`src/verilog/spi_cmd_pkg.sv`:
```
package spi_cmd_pkg;

  // Frame lengths are fixed by the command format.
  localparam int CMD_BITS = 12; // Bits shifted out on mosi per frame.
  localparam int RD_BITS  = 8;  // Bits clocked in from miso on a read.

  // Host command word, MSB first on the wire.
  typedef struct packed {
    logic       rw;   // 1 selects a write frame, 0 a read frame.
    logic [2:0] addr;
    logic [7:0] data;
  } spi_cmd_t;

  // Descriptor handed from decode to the shift engine.
  typedef struct packed {
    logic [CMD_BITS-1:0] bits;    // Word shifted out, MSB first.
    logic                is_read; // Append the read phase after the command.
    logic                tag;     // Ordering tag, carried through unchanged.
  } spi_frame_t;

endpackage

```
`src/verilog/spi_link_pkg.sv`:
```
package spi_link_pkg;

  import spi_cmd_pkg::*;

  // Byte returned by a read frame.
  typedef struct packed {
    logic [RD_BITS-1:0] data;
  } spi_result_t;

  // Command channel, driven by the host against its credits.
  typedef struct packed {
    logic     valid;
    spi_cmd_t cmd;
  } spi_cmd_link_t;

  // Result channel, driven by the DUT against granted credits.
  typedef struct packed {
    logic        valid;
    spi_result_t res;
  } spi_res_link_t;

endpackage

```
`src/verilog/spi_credit_fifo.sv`:
```
module spi_credit_fifo #(
  parameter int  DEPTH     = 4,
  parameter type payload_t = logic
) (
  input  logic                       clk,
  input  logic                       rst_n,
  input  logic                       push,
  input  payload_t                   push_data,
  input  logic                       pop,
  output payload_t                   pop_data,
  output logic                       empty,
  output logic [$clog2(DEPTH+1)-1:0] count
);

  localparam int PTR_W = (DEPTH > 1) ? $clog2(DEPTH) : 1;
  localparam int CNT_W = $clog2(DEPTH + 1);
  localparam logic [PTR_W-1:0] LAST_PTR = PTR_W'(DEPTH - 1);
  localparam logic [CNT_W-1:0] FULL_CNT = CNT_W'(DEPTH);

  payload_t         mem [DEPTH];
  logic [PTR_W-1:0] wr_ptr;
  logic [PTR_W-1:0] rd_ptr;
  logic             full;
  logic             do_push;
  logic             do_pop;

  assign empty    = (count == '0);
  assign full     = (count == FULL_CNT);
  assign do_push  = push && !full; // Credits keep the writer from pushing when full.
  assign do_pop   = pop && !empty;
  assign pop_data = mem[rd_ptr];   // Head is visible without a pop.

  always_ff @(posedge clk or negedge rst_n)
  begin
    if (!rst_n)
    begin
      wr_ptr <= '0;
      rd_ptr <= '0;
      count  <= '0;
    end
    else
    begin
      if (do_push)
        wr_ptr <= (wr_ptr == LAST_PTR) ? '0 : wr_ptr + 1'b1;
      if (do_pop)
        rd_ptr <= (rd_ptr == LAST_PTR) ? '0 : rd_ptr + 1'b1;
      case ({do_push, do_pop})
        2'b10:   count <= count + 1'b1;
        2'b01:   count <= count - 1'b1;
        default: count <= count;
      endcase
    end
  end

  always_ff @(posedge clk)
  begin
    if (do_push)
      mem[wr_ptr] <= push_data;
  end

endmodule

```
`src/verilog/spi_cmd_decode.sv`:
```
module spi_cmd_decode
  import spi_cmd_pkg::*;
  import spi_link_pkg::*;
#(
  parameter int CMD_DEPTH = 4
) (
  input  logic          clk,
  input  logic          rst_n,
  input  spi_cmd_link_t cmd_link,
  output logic          cmd_credit,
  output spi_frame_t    frame,
  output logic          frame_valid,
  input  logic          eng_busy,
  input  logic          res_reserve_ok,
  output logic          read_issued
);

  spi_cmd_t head;
  logic     q_empty;
  logic     issue;
  logic     tag_q;

  spi_credit_fifo #(
    .DEPTH     (CMD_DEPTH),
    .payload_t (spi_cmd_t)
  ) u_cmd_q (
    .clk       (clk),
    .rst_n     (rst_n),
    .push      (cmd_link.valid),
    .push_data (cmd_link.cmd),
    .pop       (issue),
    .pop_data  (head),
    .empty     (q_empty),
    .count     ()
  );

  // A read waits at the head until a result slot is reserved, so later writes wait too.
  assign issue = !q_empty && !eng_busy && !frame_valid && (head.rw || res_reserve_ok);

  assign cmd_credit = frame_valid; // The queue entry is freed as the frame is handed over.

  always_ff @(posedge clk or negedge rst_n)
  begin
    if (!rst_n)
    begin
      frame_valid <= 1'b0;
      read_issued <= 1'b0;
      tag_q       <= 1'b0;
    end
    else
    begin
      frame_valid <= issue;
      read_issued <= issue && !head.rw;
      if (issue)
        tag_q <= ~tag_q; // Alternates per frame.
    end
  end

  always_ff @(posedge clk)
  begin
    if (issue)
      frame <= '{bits: head, is_read: !head.rw, tag: tag_q};
  end

endmodule

```
`src/verilog/spi_shift_engine.sv`:
```
module spi_shift_engine
  import spi_cmd_pkg::*;
  import spi_link_pkg::*;
#(
  parameter int SCLK_DIV = 4
) (
  input  logic        clk,
  input  logic        rst_n,
  input  spi_frame_t  frame,
  input  logic        frame_valid,
  output logic        eng_busy,
  output logic        sclk,
  output logic        cs,
  output logic        mosi,
  input  logic        miso,
  output spi_result_t rd_result,
  output logic        rd_valid
);

  localparam int DIV_W = $clog2(SCLK_DIV);
  localparam int BIT_W = $clog2(CMD_BITS);
  localparam logic [DIV_W-1:0] DIV_LAST = DIV_W'(SCLK_DIV - 1);
  localparam logic [BIT_W-1:0] OUT_LAST = BIT_W'(CMD_BITS - 1);
  localparam logic [BIT_W-1:0] IN_LAST  = BIT_W'(RD_BITS - 1);

  typedef enum logic [2:0] {
    ST_IDLE,
    ST_SETUP,
    ST_SHIFT_OUT,
    ST_SHIFT_IN,
    ST_FINISH
  } state_t;

  state_t              state;
  logic [DIV_W-1:0]    div_cnt;
  logic [BIT_W-1:0]    bit_cnt;
  logic                tick;
  logic                rd_mode;
  logic [CMD_BITS-1:0] out_sr;
  logic [RD_BITS-1:0]  in_sr;

  assign tick     = (div_cnt == DIV_LAST); // End of an sclk half period.
  assign eng_busy = (state != ST_IDLE);

  always_ff @(posedge clk or negedge rst_n)
  begin
    if (!rst_n)
      div_cnt <= '0;
    else if (state == ST_IDLE || tick)
      div_cnt <= '0;
    else
      div_cnt <= div_cnt + 1'b1;
  end

  always_ff @(posedge clk or negedge rst_n)
  begin
    if (!rst_n)
    begin
      state    <= ST_IDLE;
      cs       <= 1'b1;
      sclk     <= 1'b0;
      mosi     <= 1'b0;
      bit_cnt  <= '0;
      rd_mode  <= 1'b0;
      rd_valid <= 1'b0;
    end
    else
    begin
      rd_valid <= 1'b0;
      case (state)
        ST_IDLE:
        begin
          if (frame_valid)
          begin
            cs      <= 1'b0;
            mosi    <= frame.bits[CMD_BITS-1];
            rd_mode <= frame.is_read;
            bit_cnt <= '0;
            state   <= ST_SETUP;
          end
        end
        ST_SETUP:
        begin
          if (tick)
          begin
            sclk  <= 1'b1; // The slave samples the MSB here.
            state <= ST_SHIFT_OUT;
          end
        end
        ST_SHIFT_OUT:
        begin
          if (tick)
          begin
            sclk <= ~sclk;
            if (sclk)
            begin
              if (bit_cnt == OUT_LAST)
              begin
                mosi    <= 1'b0;
                bit_cnt <= '0;
                state   <= rd_mode ? ST_SHIFT_IN : ST_FINISH;
              end
              else
              begin
                mosi    <= out_sr[CMD_BITS-2]; // Next bit after the falling edge.
                bit_cnt <= bit_cnt + 1'b1;
              end
            end
          end
        end
        ST_SHIFT_IN:
        begin
          if (tick)
          begin
            sclk <= ~sclk;
            if (sclk)
            begin
              if (bit_cnt == IN_LAST)
                state <= ST_FINISH;
              else
                bit_cnt <= bit_cnt + 1'b1;
            end
          end
        end
        ST_FINISH:
        begin
          if (tick)
          begin
            cs       <= 1'b1;
            rd_valid <= rd_mode;
            state    <= ST_IDLE;
          end
        end
        default: state <= ST_IDLE;
      endcase
    end
  end

  always_ff @(posedge clk)
  begin
    if (state == ST_IDLE && frame_valid)
      out_sr <= frame.bits;
    else if (state == ST_SHIFT_OUT && tick && sclk)
      out_sr <= out_sr << 1;
    if (state == ST_SHIFT_IN && tick && !sclk)
      in_sr <= {in_sr[RD_BITS-2:0], miso}; // Sampled with the rising edge.
    if (state == ST_FINISH && tick)
      rd_result.data <= in_sr;
  end

endmodule

```
`src/verilog/spi_read_collect.sv`:
```
module spi_read_collect
  import spi_link_pkg::*;
#(
  parameter int RES_DEPTH = 2
) (
  input  logic          clk,
  input  logic          rst_n,
  input  spi_result_t   rd_result,
  input  logic          rd_valid,
  input  logic          read_issued,
  output logic          res_reserve_ok,
  input  logic          res_credit,
  output spi_res_link_t res_link
);

  localparam int CNT_W    = $clog2(RES_DEPTH + 1);
  localparam int SUM_W    = CNT_W + 1;
  localparam int CREDIT_W = 16;
  localparam logic [SUM_W-1:0] SLOTS = SUM_W'(RES_DEPTH);

  logic [CNT_W-1:0]    q_count;
  logic [CNT_W-1:0]    in_flight;
  logic [CREDIT_W-1:0] credits;
  logic                q_empty;
  logic                send;
  logic                valid_q;
  spi_result_t         head;
  spi_result_t         res_q;

  spi_credit_fifo #(
    .DEPTH     (RES_DEPTH),
    .payload_t (spi_result_t)
  ) u_res_q (
    .clk       (clk),
    .rst_n     (rst_n),
    .push      (rd_valid),
    .push_data (rd_result),
    .pop       (send),
    .pop_data  (head),
    .empty     (q_empty),
    .count     (q_count)
  );

  assign send           = !q_empty && (credits != '0);
  assign res_reserve_ok = ({1'b0, q_count} + {1'b0, in_flight}) < SLOTS; // Room for one more read.
  assign res_link       = '{valid: valid_q, res: res_q};

  always_ff @(posedge clk or negedge rst_n)
  begin
    if (!rst_n)
    begin
      in_flight <= '0;
      credits   <= '0;
      valid_q   <= 1'b0;
    end
    else
    begin
      case ({read_issued, rd_valid})
        2'b10:   in_flight <= in_flight + 1'b1;
        2'b01:   in_flight <= in_flight - 1'b1;
        default: in_flight <= in_flight;
      endcase
      credits <= credits + CREDIT_W'(res_credit) - CREDIT_W'(send);
      valid_q <= send;
    end
  end

  always_ff @(posedge clk)
  begin
    if (send)
      res_q <= head;
  end

endmodule

```
`src/verilog/spi_cmd_master.sv`:
```
module spi_cmd_master
  import spi_cmd_pkg::*;
  import spi_link_pkg::*;
#(
  parameter int CMD_DEPTH = 4,
  parameter int RES_DEPTH = 2,
  parameter int SCLK_DIV  = 4
) (
  input  logic          clk,
  input  logic          rst_n,
  input  spi_cmd_link_t cmd_link,
  output logic          cmd_credit,
  input  logic          res_credit,
  output spi_res_link_t res_link,
  output logic          sclk,
  output logic          cs,
  output logic          mosi,
  input  logic          miso
);

  spi_frame_t  frame;
  spi_result_t rd_result;
  logic        frame_valid;
  logic        eng_busy;
  logic        res_reserve_ok;
  logic        read_issued;
  logic        rd_valid;

  spi_cmd_decode #(
    .CMD_DEPTH (CMD_DEPTH)
  ) u_decode (
    .clk            (clk),
    .rst_n          (rst_n),
    .cmd_link       (cmd_link),
    .cmd_credit     (cmd_credit),
    .frame          (frame),
    .frame_valid    (frame_valid),
    .eng_busy       (eng_busy),
    .res_reserve_ok (res_reserve_ok),
    .read_issued    (read_issued)
  );

  spi_shift_engine #(
    .SCLK_DIV (SCLK_DIV)
  ) u_execute (
    .clk         (clk),
    .rst_n       (rst_n),
    .frame       (frame),
    .frame_valid (frame_valid),
    .eng_busy    (eng_busy),
    .sclk        (sclk),
    .cs          (cs),
    .mosi        (mosi),
    .miso        (miso),
    .rd_result   (rd_result),
    .rd_valid    (rd_valid)
  );

  spi_read_collect #(
    .RES_DEPTH (RES_DEPTH)
  ) u_result (
    .clk            (clk),
    .rst_n          (rst_n),
    .rd_result      (rd_result),
    .rd_valid       (rd_valid),
    .read_issued    (read_issued),
    .res_reserve_ok (res_reserve_ok),
    .res_credit     (res_credit),
    .res_link       (res_link)
  );

endmodule

```
`config.mk`:
```
export PLATFORM = sky130hd
export DESIGN_NAME = spi_cmd_master
export DESIGN_NICKNAME = d
export VERILOG_FILES = /design/src/verilog/spi_cmd_pkg.sv /design/src/verilog/spi_link_pkg.sv /design/src/verilog/spi_credit_fifo.sv /design/src/verilog/spi_cmd_decode.sv /design/src/verilog/spi_shift_engine.sv /design/src/verilog/spi_read_collect.sv /design/src/verilog/spi_cmd_master.sv
export SDC_FILE = /design/constraint.sdc
export NUM_CORES = 1
export LEC_CHECK = 0
export BUFFER_PORTS_ARGS = -buffer_cell sky130_fd_sc_hd__buf_2
export CAP_MARGIN = 5
export CORE_MARGIN = 8
export CORE_UTILIZATION = 50
export DETAILED_ROUTE_END_ITERATION = 16
export PLACE_DENSITY = 0.66
export SYNTH_ARGS = -nofsm -noshare
export SYNTH_HDL_FRONTEND = slang
export SYNTH_SLANG_ARGS = --single-unit
```
`constraint.sdc`:
```
create_clock -name clk -period 3.6 [get_ports clk]
set_input_delay 0.36 -clock clk [delete_from_list [all_inputs] [get_ports clk]]
set_output_delay 0.36 -clock clk [all_outputs]
set_load 0.03 [all_outputs]
```
==> results of run 1 <==
[cell type report]
class | instances | area (um^2) | share of cell area, %
sequential | 158 | 4520 | 57.6
multi-input combinational | 250 | 2150 | 27.4
clock buffer | 17 | 425 | 5.43
tap | 180 | 225 | 2.87
timing repair buffer | 35 | 190 | 2.43
clock inverter | 15 | 168 | 2.14
inverter | 43 | 161 | 2.06
[synthesized netlist by cell type, types with 4 or more instances]
master and instances:
ha_1 33, nor3_1 6, nand2b_1 9, mux4_2 12, dfrtp_1 45, inv_1 43, buf_2 6, nor3b_1 4
nand3_1 4, xor2_1 6, edfxtp_1 112, a21oi_1 19, xnor2_1 17, mux2_2 17, nor2_1 26, o21ai_0 10
nand2_1 15, and2_1 7
[per-layer routing]
layer  part of all wire (%)  wire length (um)  global-route usage, %  vias up
li1                       -                 -                      -     1784
met1                     43              4670                   14.8     1764
met2                     51              5570                   22.4       56
met3                    4.5               486                   5.01        8
met4                    1.1               120                   4.12        0
met5                      0                 0                      0        -
[worst max-delay path by stage]
stage / cells after the start / end
4_1_cts: 15 / u_result.credits[12]
2_1_floorplan: 15 / u_result.credits[12]
6_report: 15 / u_result.credits[12]
3_3_place_gp: 15 / u_result.credits[12]
3_5_place_dp: 15 / u_result.credits[12]
5_1_grt: 15 / u_result.credits[10]
[cells in the final DEF (no fill, tap or decap), types with 3 or more instances in the layout]
cell,netlist,routed
nor3b_1,4,4
nor3_1,6,5
xor2_1,6,6
xnor2_1,17,17
a31oi_1,3,3
fa_1,3,3
nand3_1,4,4
bufinv_16,0,3
mux2_2,17,17
ha_1,33,33
mux2_1,3,3
nand3b_1,3,3
and2_1,7,7
dfrtp_1,45,45
inv_1,43,43
a21oi_1,19,19
nand2_1,15,15
o21bai_1,3,3
buf_2,6,29
nor2_1,26,26
clkinv_2,0,3
mux4_2,12,12
buf_4,1,6
edfxtp_1,112,112
nor3_2,2,3
o21ai_0,10,10
nand2b_1,9,9
clkinvlp_4,0,5
clkbuf_16,0,17
nor2b_1,3,3
[power by group]
part / switching [W] / total [W] / internal [W]
Clock: 0.000686 / 0.00177 / 0.00108
Sequential: 0.000257 / 0.00271 / 0.00246
Combinational: 0.00158 / 0.00278 / 0.00121
[registers in the layout, summed over array words and instances, names as in the netlist, 2 cells and up]
signal	cells
u_decode.frame	13
u_decode.u_cmd_q.count	3
u_decode.u_cmd_q.mem	48
u_decode.u_cmd_q.rd_ptr	2
u_decode.u_cmd_q.wr_ptr	2
u_execute.bit_cnt	4
u_execute.div_cnt	2
u_execute.in_sr	8
u_execute.out_sr	11
u_execute.rd_result	8
u_execute.state	3
u_result.credits	16
u_result.in_flight	2
u_result.res_q	8
u_result.u_res_q.count	2
u_result.u_res_q.mem	16
[stage by stage]
step                total power, W  util, %  instance area, um^2
floorplan                  0.00487        -                 6860
global placement           0.00544     53.0                 7240
detailed placement         0.00553     53.0                 7240
CTS                        0.00733     57.3                 7830
global route               0.00775     57.3                 7840
finish                     0.00727     57.3                 7840
[worst register-to-register path: cells and delay by family (launching register included)]
| kind | cells | cell delay (ns) |
|---|---|---|
| DFF | 1 | 0.38 |
| adders and majority gates | 4 | 1.06 |
| and+or+nand+nor | 4 | 0.58 |
| buffers and inverters | 3 | 0.23 |
| AOI/OAI and AO/OA | 3 | 0.78 |
| xor gates and xnor gates | 1 | 0.13 |
[kinds of logic (layout without fill, tap and decap cells)]
group,count (synthesis),after routing,share of synthesized area [%]
mux,33,33,7.36
compound gates,65,65,6.73
flops,158,158,65.8
fa+ha+maj,36,36,6.89
xor+xnor,23,23,2.93
simple gates,93,93,7.24
buf+inv,53,110,3.06
[repair_timing]
action / in CTS / in global routing
buffers inserted: 0 / 0
resized for setup: 0 / 1
endpoints found under the setup margin: 0 / 1
==> out/results.tsv, run 1 <==
metric	value	unit
crit_path_end_kind	flip-flop	
cts_max_path_buffers	2	
yosysTopAreaCellShare	49.0	%
viasPerCell	5.17	
ctsHoldBuffers	0	
worstSetupStartpointType	flip-flop	
r2r_cells	15	
fp.coreArea	13700	um^2
synth-edff-count	112	
tritoncts	done	
cts_made_buffers	17	
setup_ws	0.307	ns
finalWirelength	10.8	mm
synthToLayoutAreaGrowth	14.1	%
fin_crit_sh	91.5	%
grt_usage	13.1	%
holdPathStages	1	
synth_area_leaders	edfxtp_1 49%, dfrtp_1 16%, ha_1 6.0%	
r2r-end	u_result.credits[12]	
clock.fmax	304	MHz
syn-num-nets	514	
final_antenna_net_count	0	
die_area	17700	um^2
cp.required	3.90	ns
htreeDepth	4	
first_global_vias	3759	
antenna_found_initial	0	
worstHoldStart	miso	
io_buffer_count	29	
holdWs	0.125	ns
cts-root-buf	clkbuf_16	
dp_hpwl	7.53	mm
slew_violations	0	
dr.pass1.iters	5	
drcViolationCount	0	
yosys.area.top_type	edfxtp_1	
gp_congestion	0.805	
async_reset_ff_share	29.1	%
max_stage_delay	0.41	ns
cp_num_buf_inv	3	
worstHoldPathType	primary input to flip-flop	
min_period	3.29	ns
ys_seq_area_share	65.8	%
reg2reg_slack	0.31	ns
skew	0.00620	ns
cts.clk_slew.worst_paths	0.06	ns
drive_above_1_share	20.8	%
finalSetupViolCount	0	
drt_iter0_markers	230	
crit_type	flip-flop to flip-flop	
power_density	928	nW/um^2
die_w	133	um
initial_core_util	50.2	%
setup-tns-final	0	ns
syn-cell-area	6860	um^2
layout.cells.non_filler	698	
worstMarginPinSlew	1.06	ns
fillCellCount	1063	
yosys_warnings	0	
ir_drop	0.000705	V
relSlewSlack	29.7	%
path_max_fanout	3	
cp_slowest_cell	a2111oi_1	
grt_first_pass_wirelength	18.2	mm
finalHoldViolCount	0	
startpoint	u_result.credits[10]	
layout.nets	558	
synth_cell_types	64	
max-cap-violations	0	
dp_slack	0.262	ns
rows	43	
grt_overflow	0	
critical_path_arrival	3.59	ns
cpLargestDelayFamily	adder cells	
synth-main-ff-cell	edfxtp_1	
timing.rr.start	u_result.credits[10]	
clkLatencyLatePin	0.41	ns
antennaDiodeCount	0	
synth_area_per_cell	14.9	um^2
vias	3612	
placed_cells	666	
cts_num_sinks	158	
worstPathCellList	inv_1 > ha_1 > nand4_1 > nor3b_1 > a41oi_1 > ha_1 > inv_1 > ha_1 > inv_1 > fa_1 > nor2b_1 > o2111ai_1 > a2111oi_1 > nor2_1 > xnor2_1	
synth_seq_cells	158	
power.leakage	2.99	nW
pin_count	30	
grt_max_degree	47	
min_to	u_execute.in_sr[0]	
die_h	133	um
outcome	complete, no violations	
rsz0062_at_grt	yes	
synthCells	461	
wire_per_inst	15.5	um
Note: power is estimated with default switching activity, not from simulation.
==> run 2, diff against run 1 <==
ABC_AREA = 1   (was not set)
CORE_MARGIN = not set   (was 8)
==> run 2 against run 1 <==
  * Via count increased by 26%
  * Sequential share of layout area down 1.9 points
  * Clock-buffer cell count is 2 higher
  * Register-to-register slack improved by 0.20 ns
  * Die area down 17%
  * Synthesized cell count up 44%
==> out/results.tsv, run 2 <==
metric	value	unit	change
outcome	complete, no violations		
fp.coreArea	13900	um^2	+2.0%
grt_first_pass_wirelength	20.3	mm	+11%
antenna_found_initial	0		unchanged
grt_overflow	0		unchanged
fin_crit_sh	85.8	%	-5.7 points
crit_type	flip-flop to flip-flop		
max_flop_register	u_decode.u_cmd_q.mem		
syn-cell-area	7150	um^2	+4.2%
setup_ws	0.511	ns	+0.204 ns
cp.required	3.91	ns	about the same
cts_made_buffers	17		unchanged
power_density	982	nW/um^2	+5.9%
largest_register_ff_count	48		unchanged
die_h	122	um	-8.7%
syn-num-nets	715		+39%
drive_above_1_share	14.6	%	-6.2 points
die_area	14800	um^2	-17%
grt_max_degree	47		unchanged
path_max_fanout	11		+8
drcViolationCount	0		unchanged
synthCells	662		+44%
antennaDiodeCount	0		unchanged
worstMarginPinSlew	1.13	ns	+0.0767 ns
clkLatencyLatePin	0.42	ns	about the same
vias	4539		+26%
rows	43		unchanged
timing.rr.start	u_result.credits[2]		
htreeDepth	4		unchanged
max-cap-violations	0		unchanged
grt_usage	18.2	%	+5.1 points
finalWirelength	12.5	mm	+15%
pin_count	30		unchanged
worstHoldPathType	primary input to flip-flop		
cts-root-buf	clkbuf_16		
rsz0062_at_grt	no		
worstHoldStart	miso		
r2r-end	u_result.credits[10]		
layout.nets	759		+36%
dp_slack	0.540	ns	+0.278 ns
reg2reg_slack	0.51	ns	+0.20 ns
fillCellCount	1114		+4.8%
final_common_cell	nand2_1		
final_cell_area	8100	um^2	+3.3%
min_period	3.09	ns	-0.204 ns
crit_path_end_kind	flip-flop		
min_to	u_execute.in_sr[0]		
netlist_top_cells_count	164 x nand2_1, 112 x edfxtp_1, 89 x inv_1		
yosys.area.top_type	edfxtp_1		
holdPathStages	1		unchanged
cts_max_path_buffers	2		unchanged
synth_area_per_cell	10.8	um^2	-27%
tritoncts	done		
drt_iter0_markers	253		+10%
cts_resized	0		unchanged
reg.largest.list	u_decode.u_cmd_q.mem x48, u_result.credits x16, u_result.u_res_q.mem x16		
power.leakage	3.58	nW	+20%
synth_cell_types	43		-33%
r2r_cells	20		+5
synth-edff-count	112		unchanged
first_global_vias	4455		+19%
async_reset_ff_share	29.1	%	unchanged
yosys_warnings	0		unchanged
gp_congestion	0.832		+3.5%
place_area	7510	um^2	+3.8%
yosysMostFrequentCell	nand2_1		
die_w	122	um	-8.7%
relSlewSlack	24.1	%	-5.6 points
finalSetupViolCount	0		unchanged
ctsHoldBuffers	0		unchanged
dp_hpwl	8.74	mm	+16%
synth_seq_cells	158		unchanged
clock.fmax	324	MHz	+6.6%
viasPerCell	5.05		-2.4%
cts.clk_slew.worst_paths	0.06	ns	about the same
yosysTopAreaCellShare	47.0	%	-2.0 points
ys_seq_area_share	63.1	%	-2.6 points
wire_per_inst	13.9	um	-11%
dr.pass1.iters	4		-1
cts_num_sinks	158		unchanged
finalHoldViolCount	0		unchanged
synth_area_leaders	edfxtp_1 47%, dfrtp_1 16%, nand2_1 8.6%		
post_cts_buffers	0		unchanged
ir_drop	0.000523	V	-26%
critical_path_arrival	3.40	ns	-0.19 ns
initial_core_util	51.3	%	+1.1 points
skew	0.0139	ns	+0.00775 ns
slew_violations	0		unchanged
io_buffer_count	29		unchanged
setup-tns-final	0	ns	unchanged
layout_common_cells	164 x nand2_1, 112 x edfxtp_1, 89 x inv_1, 49 x nor2_1, 45 x dfrtp_1		
worstSetupStartpointType	flip-flop		
synth-main-ff-cell	edfxtp_1		
synthToLayoutAreaGrowth	13.2	%	
final_antenna_net_count	0		unchanged
run 2: kinds of logic after synthesis:
logic type | Yosys count | synth area share, %
compound gates | 70 | 5.77
xor+xnor | 15 | 1.84
fa+ha+maj | 36 | 6.61
buf+inv | 112 | 6.23
flops | 158 | 63.1
simple gates | 271 | 16.4
run 2: critical path, cell delays in order (launching register included):
cell and delay (ns):
dfrtp_1 0.37, inv_1 0.09, ha_1 0.18, nand2_1 0.06
nor3_1 0.12, nand4_1 0.14, nand2_1 0.11, inv_1 0.18
ha_1 0.36, inv_1 0.06, ha_1 0.16, inv_1 0.06
fa_1 0.40, inv_1 0.07, nand2_1 0.05, nand2_1 0.10
nand3_1 0.08, nand2_1 0.13, nand3_1 0.10, nand3_1 0.09
nand2_1 0.05
run 2: power breakdown:
group	total [W]	internal, W	switching, W
clock network	0.00175	0.00104	0.000712
registers	0.00288	0.00260	0.000281
logic	0.00332	0.00113	0.00219
total	0.00795	0.00476	0.00319
run 2: cell type report:
type                            count  area [um^2]  share of cell area, %
Sequential cell                   158         4520                   55.8
Inverter                          100          378                   4.67
Timing Repair Buffer               37          205                   2.53
Clock buffer                       19          443                   5.47
Clock inverter                     13          140                   1.73
Tap cell                          180          225                   2.78
Multi-Input combinational cell    392         2190                   27.0
run 2: per-layer routing:
metal,wire [um],up-vias,global-route usage (%)
met4,136,0,5.94
met2,6640,77,32.4
met3,423,16,5.10
li1,-,2264,-
met1,5300,2182,21.0
met5,0,-,0
run 2: how the worst max path moves through the flow:
stage	start	end	slack, ns	cells after the start
floorplan	u_result.credits[10]	u_result.credits[10]	0.95	20
global placement	u_result.credits[8]	u_result.credits[10]	0.67	19
detailed placement	u_result.credits[8]	u_result.credits[10]	0.54	19
CTS	u_result.credits[2]	u_result.credits[10]	0.47	20
global route	u_result.credits[2]	u_result.credits[10]	0.14	21
finish	u_result.credits[2]	u_result.credits[10]	0.51	20
run 2: through the flow:
step / util [%] / total power [W] / std cells / hold slack [ns]
after floorplan: - / 0.00540 / 662 / 0.0644
after global placement: 53.9 / 0.00609 / 867 / 0.402
after detailed placement: 53.9 / 0.00624 / 867 / 0.414
after CTS: 58.1 / 0.00802 / 899 / 0.0966
after global routing: 58.1 / 0.00854 / 899 / 0.0957
final: 58.1 / 0.00795 / 899 / 0.111
==> run 3, diff against run 2 <==
REMOVE_ABC_BUFFERS = 1   (was not set)
==> run 3 against run 2 <==
  * Via count decreased by 1.4%
  * Hold slack got worse by 0.0022 ns
  * Maximum frequency rose by 1.7%
  * Critical path depth unchanged
  * Sequential share of layout area grew 0.26 points
  * Sequential power hardly changed
  * Register-to-register slack better by 0.05 ns
  * Clock-buffer cell count shrank 2
  * Highest routed layer unchanged
  * Final cell count fell by 0.11%
  * Clock power shrank 5%
  * Power shrank 2.0%
==> out/results.tsv, run 3 (synthesis results as in run 2) <==
metric	value	unit	change
final_antenna_net_count	0		unchanged
min_period	3.04	ns	-0.0507 ns
drive_above_1_share	14.5	%	-0.12 points
crit_type	flip-flop to flip-flop		
pin_count	30		unchanged
power.internal	0.00461	W	-3.1%
worstHoldStart	miso		
vias	4475		-1.4%
netSwitchingFraction	40.8	%	+0.69 points
synthToLayoutAreaGrowth	12.7	%	
post_cts_buffers	0		unchanged
grt_usage	17.7	%	-0.48 points
htreeDepth	4		unchanged
cp_slowest_cell	fa_1		
grt_max_degree	47		unchanged
die_h	122	um	unchanged
grt_first_pass_wirelength	19.7	mm	-3.0%
dr.pass1.iters	5		+1
cts_num_sinks	158		unchanged
fp.coreArea	13900	um^2	unchanged
finalHoldViolCount	0		unchanged
initial_core_util	51.3	%	unchanged
reg.largest.list	u_decode.u_cmd_q.mem x48, u_result.credits x16, u_result.u_res_q.mem x16		
cp_num_buf_inv	5		unchanged
relSlewSlack	28.6	%	+4.5 points
grt_overflow	0		unchanged
drcViolationCount	0		unchanged
clkPwrFrac	21.3	%	-0.7 points
dp_hpwl	8.32	mm	-4.9%
cts_resized	0		unchanged
antenna_found_initial	0		unchanged
outcome	complete, no violations		
worstMarginPinSlew	1.06	ns	-0.0676 ns
power.leakage	3.56	nW	-0.50%
viasPerCell	4.98		-1.3%
path_max_fanout	11		unchanged
gp_congestion	0.857		+2.9%
layout.nets	758		-0.13%
crit_top_cell	nand2_1		
ctsHoldBuffers	0		unchanged
setup-tns-final	0	ns	unchanged
crit_path_end_kind	flip-flop		
clock.fmax	329	MHz	+1.7%
fin_crit_sh	84.4	%	-1.4 points
first_global_vias	4415		-0.90%
clkLatencyLatePin	0.43	ns	about the same
power_density	967	nW/um^2	-1.5%
cts_max_path_buffers	2		unchanged
final_common_cell	nand2_1		
seqPwrFrac	36.9	%	+0.7 points
path_depth	20		unchanged
r2r_cells	20		unchanged
layout.cells.non_filler	898		-0.11%
die_area	14800	um^2	unchanged
max-cap-violations	0		unchanged
critical_path_arrival	3.36	ns	-0.04 ns
largest_register_ff_count	48		unchanged
drt_iter0_markers	201		-21%
skew	0.0117	ns	-0.00230 ns
switchingPower	0.00318	W	-0.31%
max_flop_register	u_decode.u_cmd_q.mem		
ir_drop	0.000572	V	+9.5%
wire_per_inst	13.0	um	-6.4%
p_comb_share	41.8	%	about the same
holdPathStages	1		unchanged
cpLargestDelayFamily	adder cells		
slew_violations	0		unchanged
finalWirelength	11.7	mm	-6.5%
die_w	122	um	unchanged
cts_made_buffers	17		unchanged
cts-root-buf	clkbuf_16		
rsz0062_at_grt	no		
worstPathCellList	inv_1 > ha_1 > nand2_1 > nor3_1 > nand4_1 > nand2_1 > inv_1 > ha_1 > inv_1 > ha_1 > inv_1 > fa_1 > inv_1 > nand2_1 > nand2_1 > nand3_1 > nand2_1 > nand3_1 > nand3_1 > nand2_1		
io_buffer_count	29		unchanged
finalSetupViolCount	0		unchanged
rows	43		unchanged
worstHoldPathType	primary input to flip-flop		
tritoncts	done		
timing.rr.start	u_result.credits[11]		
cts.clk_slew.worst_paths	0.07	ns	about the same
placed_cells	866		-0.12%
layout_common_cells	164 x nand2_1, 112 x edfxtp_1, 89 x inv_1, 49 x nor2_1, 45 x dfrtp_1		
r2r-end	u_result.credits[10]		
reg2reg_slack	0.56	ns	+0.05 ns
cp.required	3.93	ns	+0.02 ns
min_to	u_execute.in_sr[0]		
antennaDiodeCount	0		unchanged
worstSetupStartpointType	flip-flop		
max_stage_delay	0.40	ns	about the same
## run 3: changes by cell type in the layout (fill, tap and decap cells not counted), sizes merged
cell      change
buf           -1
bufinv        -2
clkinvlp      -1
clkbuf        -2
inv           +5
## run 3: how the worst max path moves through the flow
stage	start	to	slack, ns
finish	u_result.credits[11]	u_result.credits[10]	0.56
global route	u_result.credits[10]	u_result.credits[10]	0.18
CTS	u_result.credits[11]	u_result.credits[10]	0.51
detailed placement	u_result.credits[11]	u_result.credits[10]	0.55
global placement	u_result.credits[8]	u_result.credits[10]	0.67
floorplan	u_result.credits[10]	u_result.credits[10]	0.95
## run 3: power groups by stage
| stage | sequential [W] | combinational [W] | clock [W] |
|---|---|---|---|
| detailed placement | 0.00292 | 0.00327 | 0 |
| finish | 0.00288 | 0.00326 | 0.00166 |
| global placement | 0.00290 | 0.00318 | 0 |
| CTS | 0.00288 | 0.00330 | 0.00169 |
| floorplan | 0.00300 | 0.00234 | 0 |
| global route | 0.00294 | 0.00373 | 0.00177 |
## run 3: layer usage
metal	vias to the layer above	share of wire, %	GRT usage, %
met1	2112	43	20.0
met5	-	0	0
li1	2261	-	-
met4	0	1.8	8.49
met3	23	3.6	4.54
met2	79	52	31.1
## run 3: layout make-up
cell class	instances	area (um^2)
Fill cell	1148	5880
Sequential cell	158	4520
Multi-Input combinational cell	392	2190
Clock buffer	17	425
Inverter	100	378
Tap cell	180	225
Timing Repair Buffer	36	198
Clock inverter	15	128
## run 3: metrics by stage
step | hold slack [ns] | setup slack, ns | util (%) | instance area [um^2] | power, W
after floorplan | 0.0644 | 0.946 | - | 7080 | 0.00534
after global placement | 0.403 | 0.673 | 53.9 | 7510 | 0.00607
after detailed placement | 0.418 | 0.548 | 53.9 | 7510 | 0.00619
after CTS | 0.0903 | 0.506 | 57.8 | 8060 | 0.00788
after global routing | 0.0908 | 0.180 | 57.8 | 8060 | 0.00844
final | 0.109 | 0.561 | 57.8 | 8060 | 0.00779
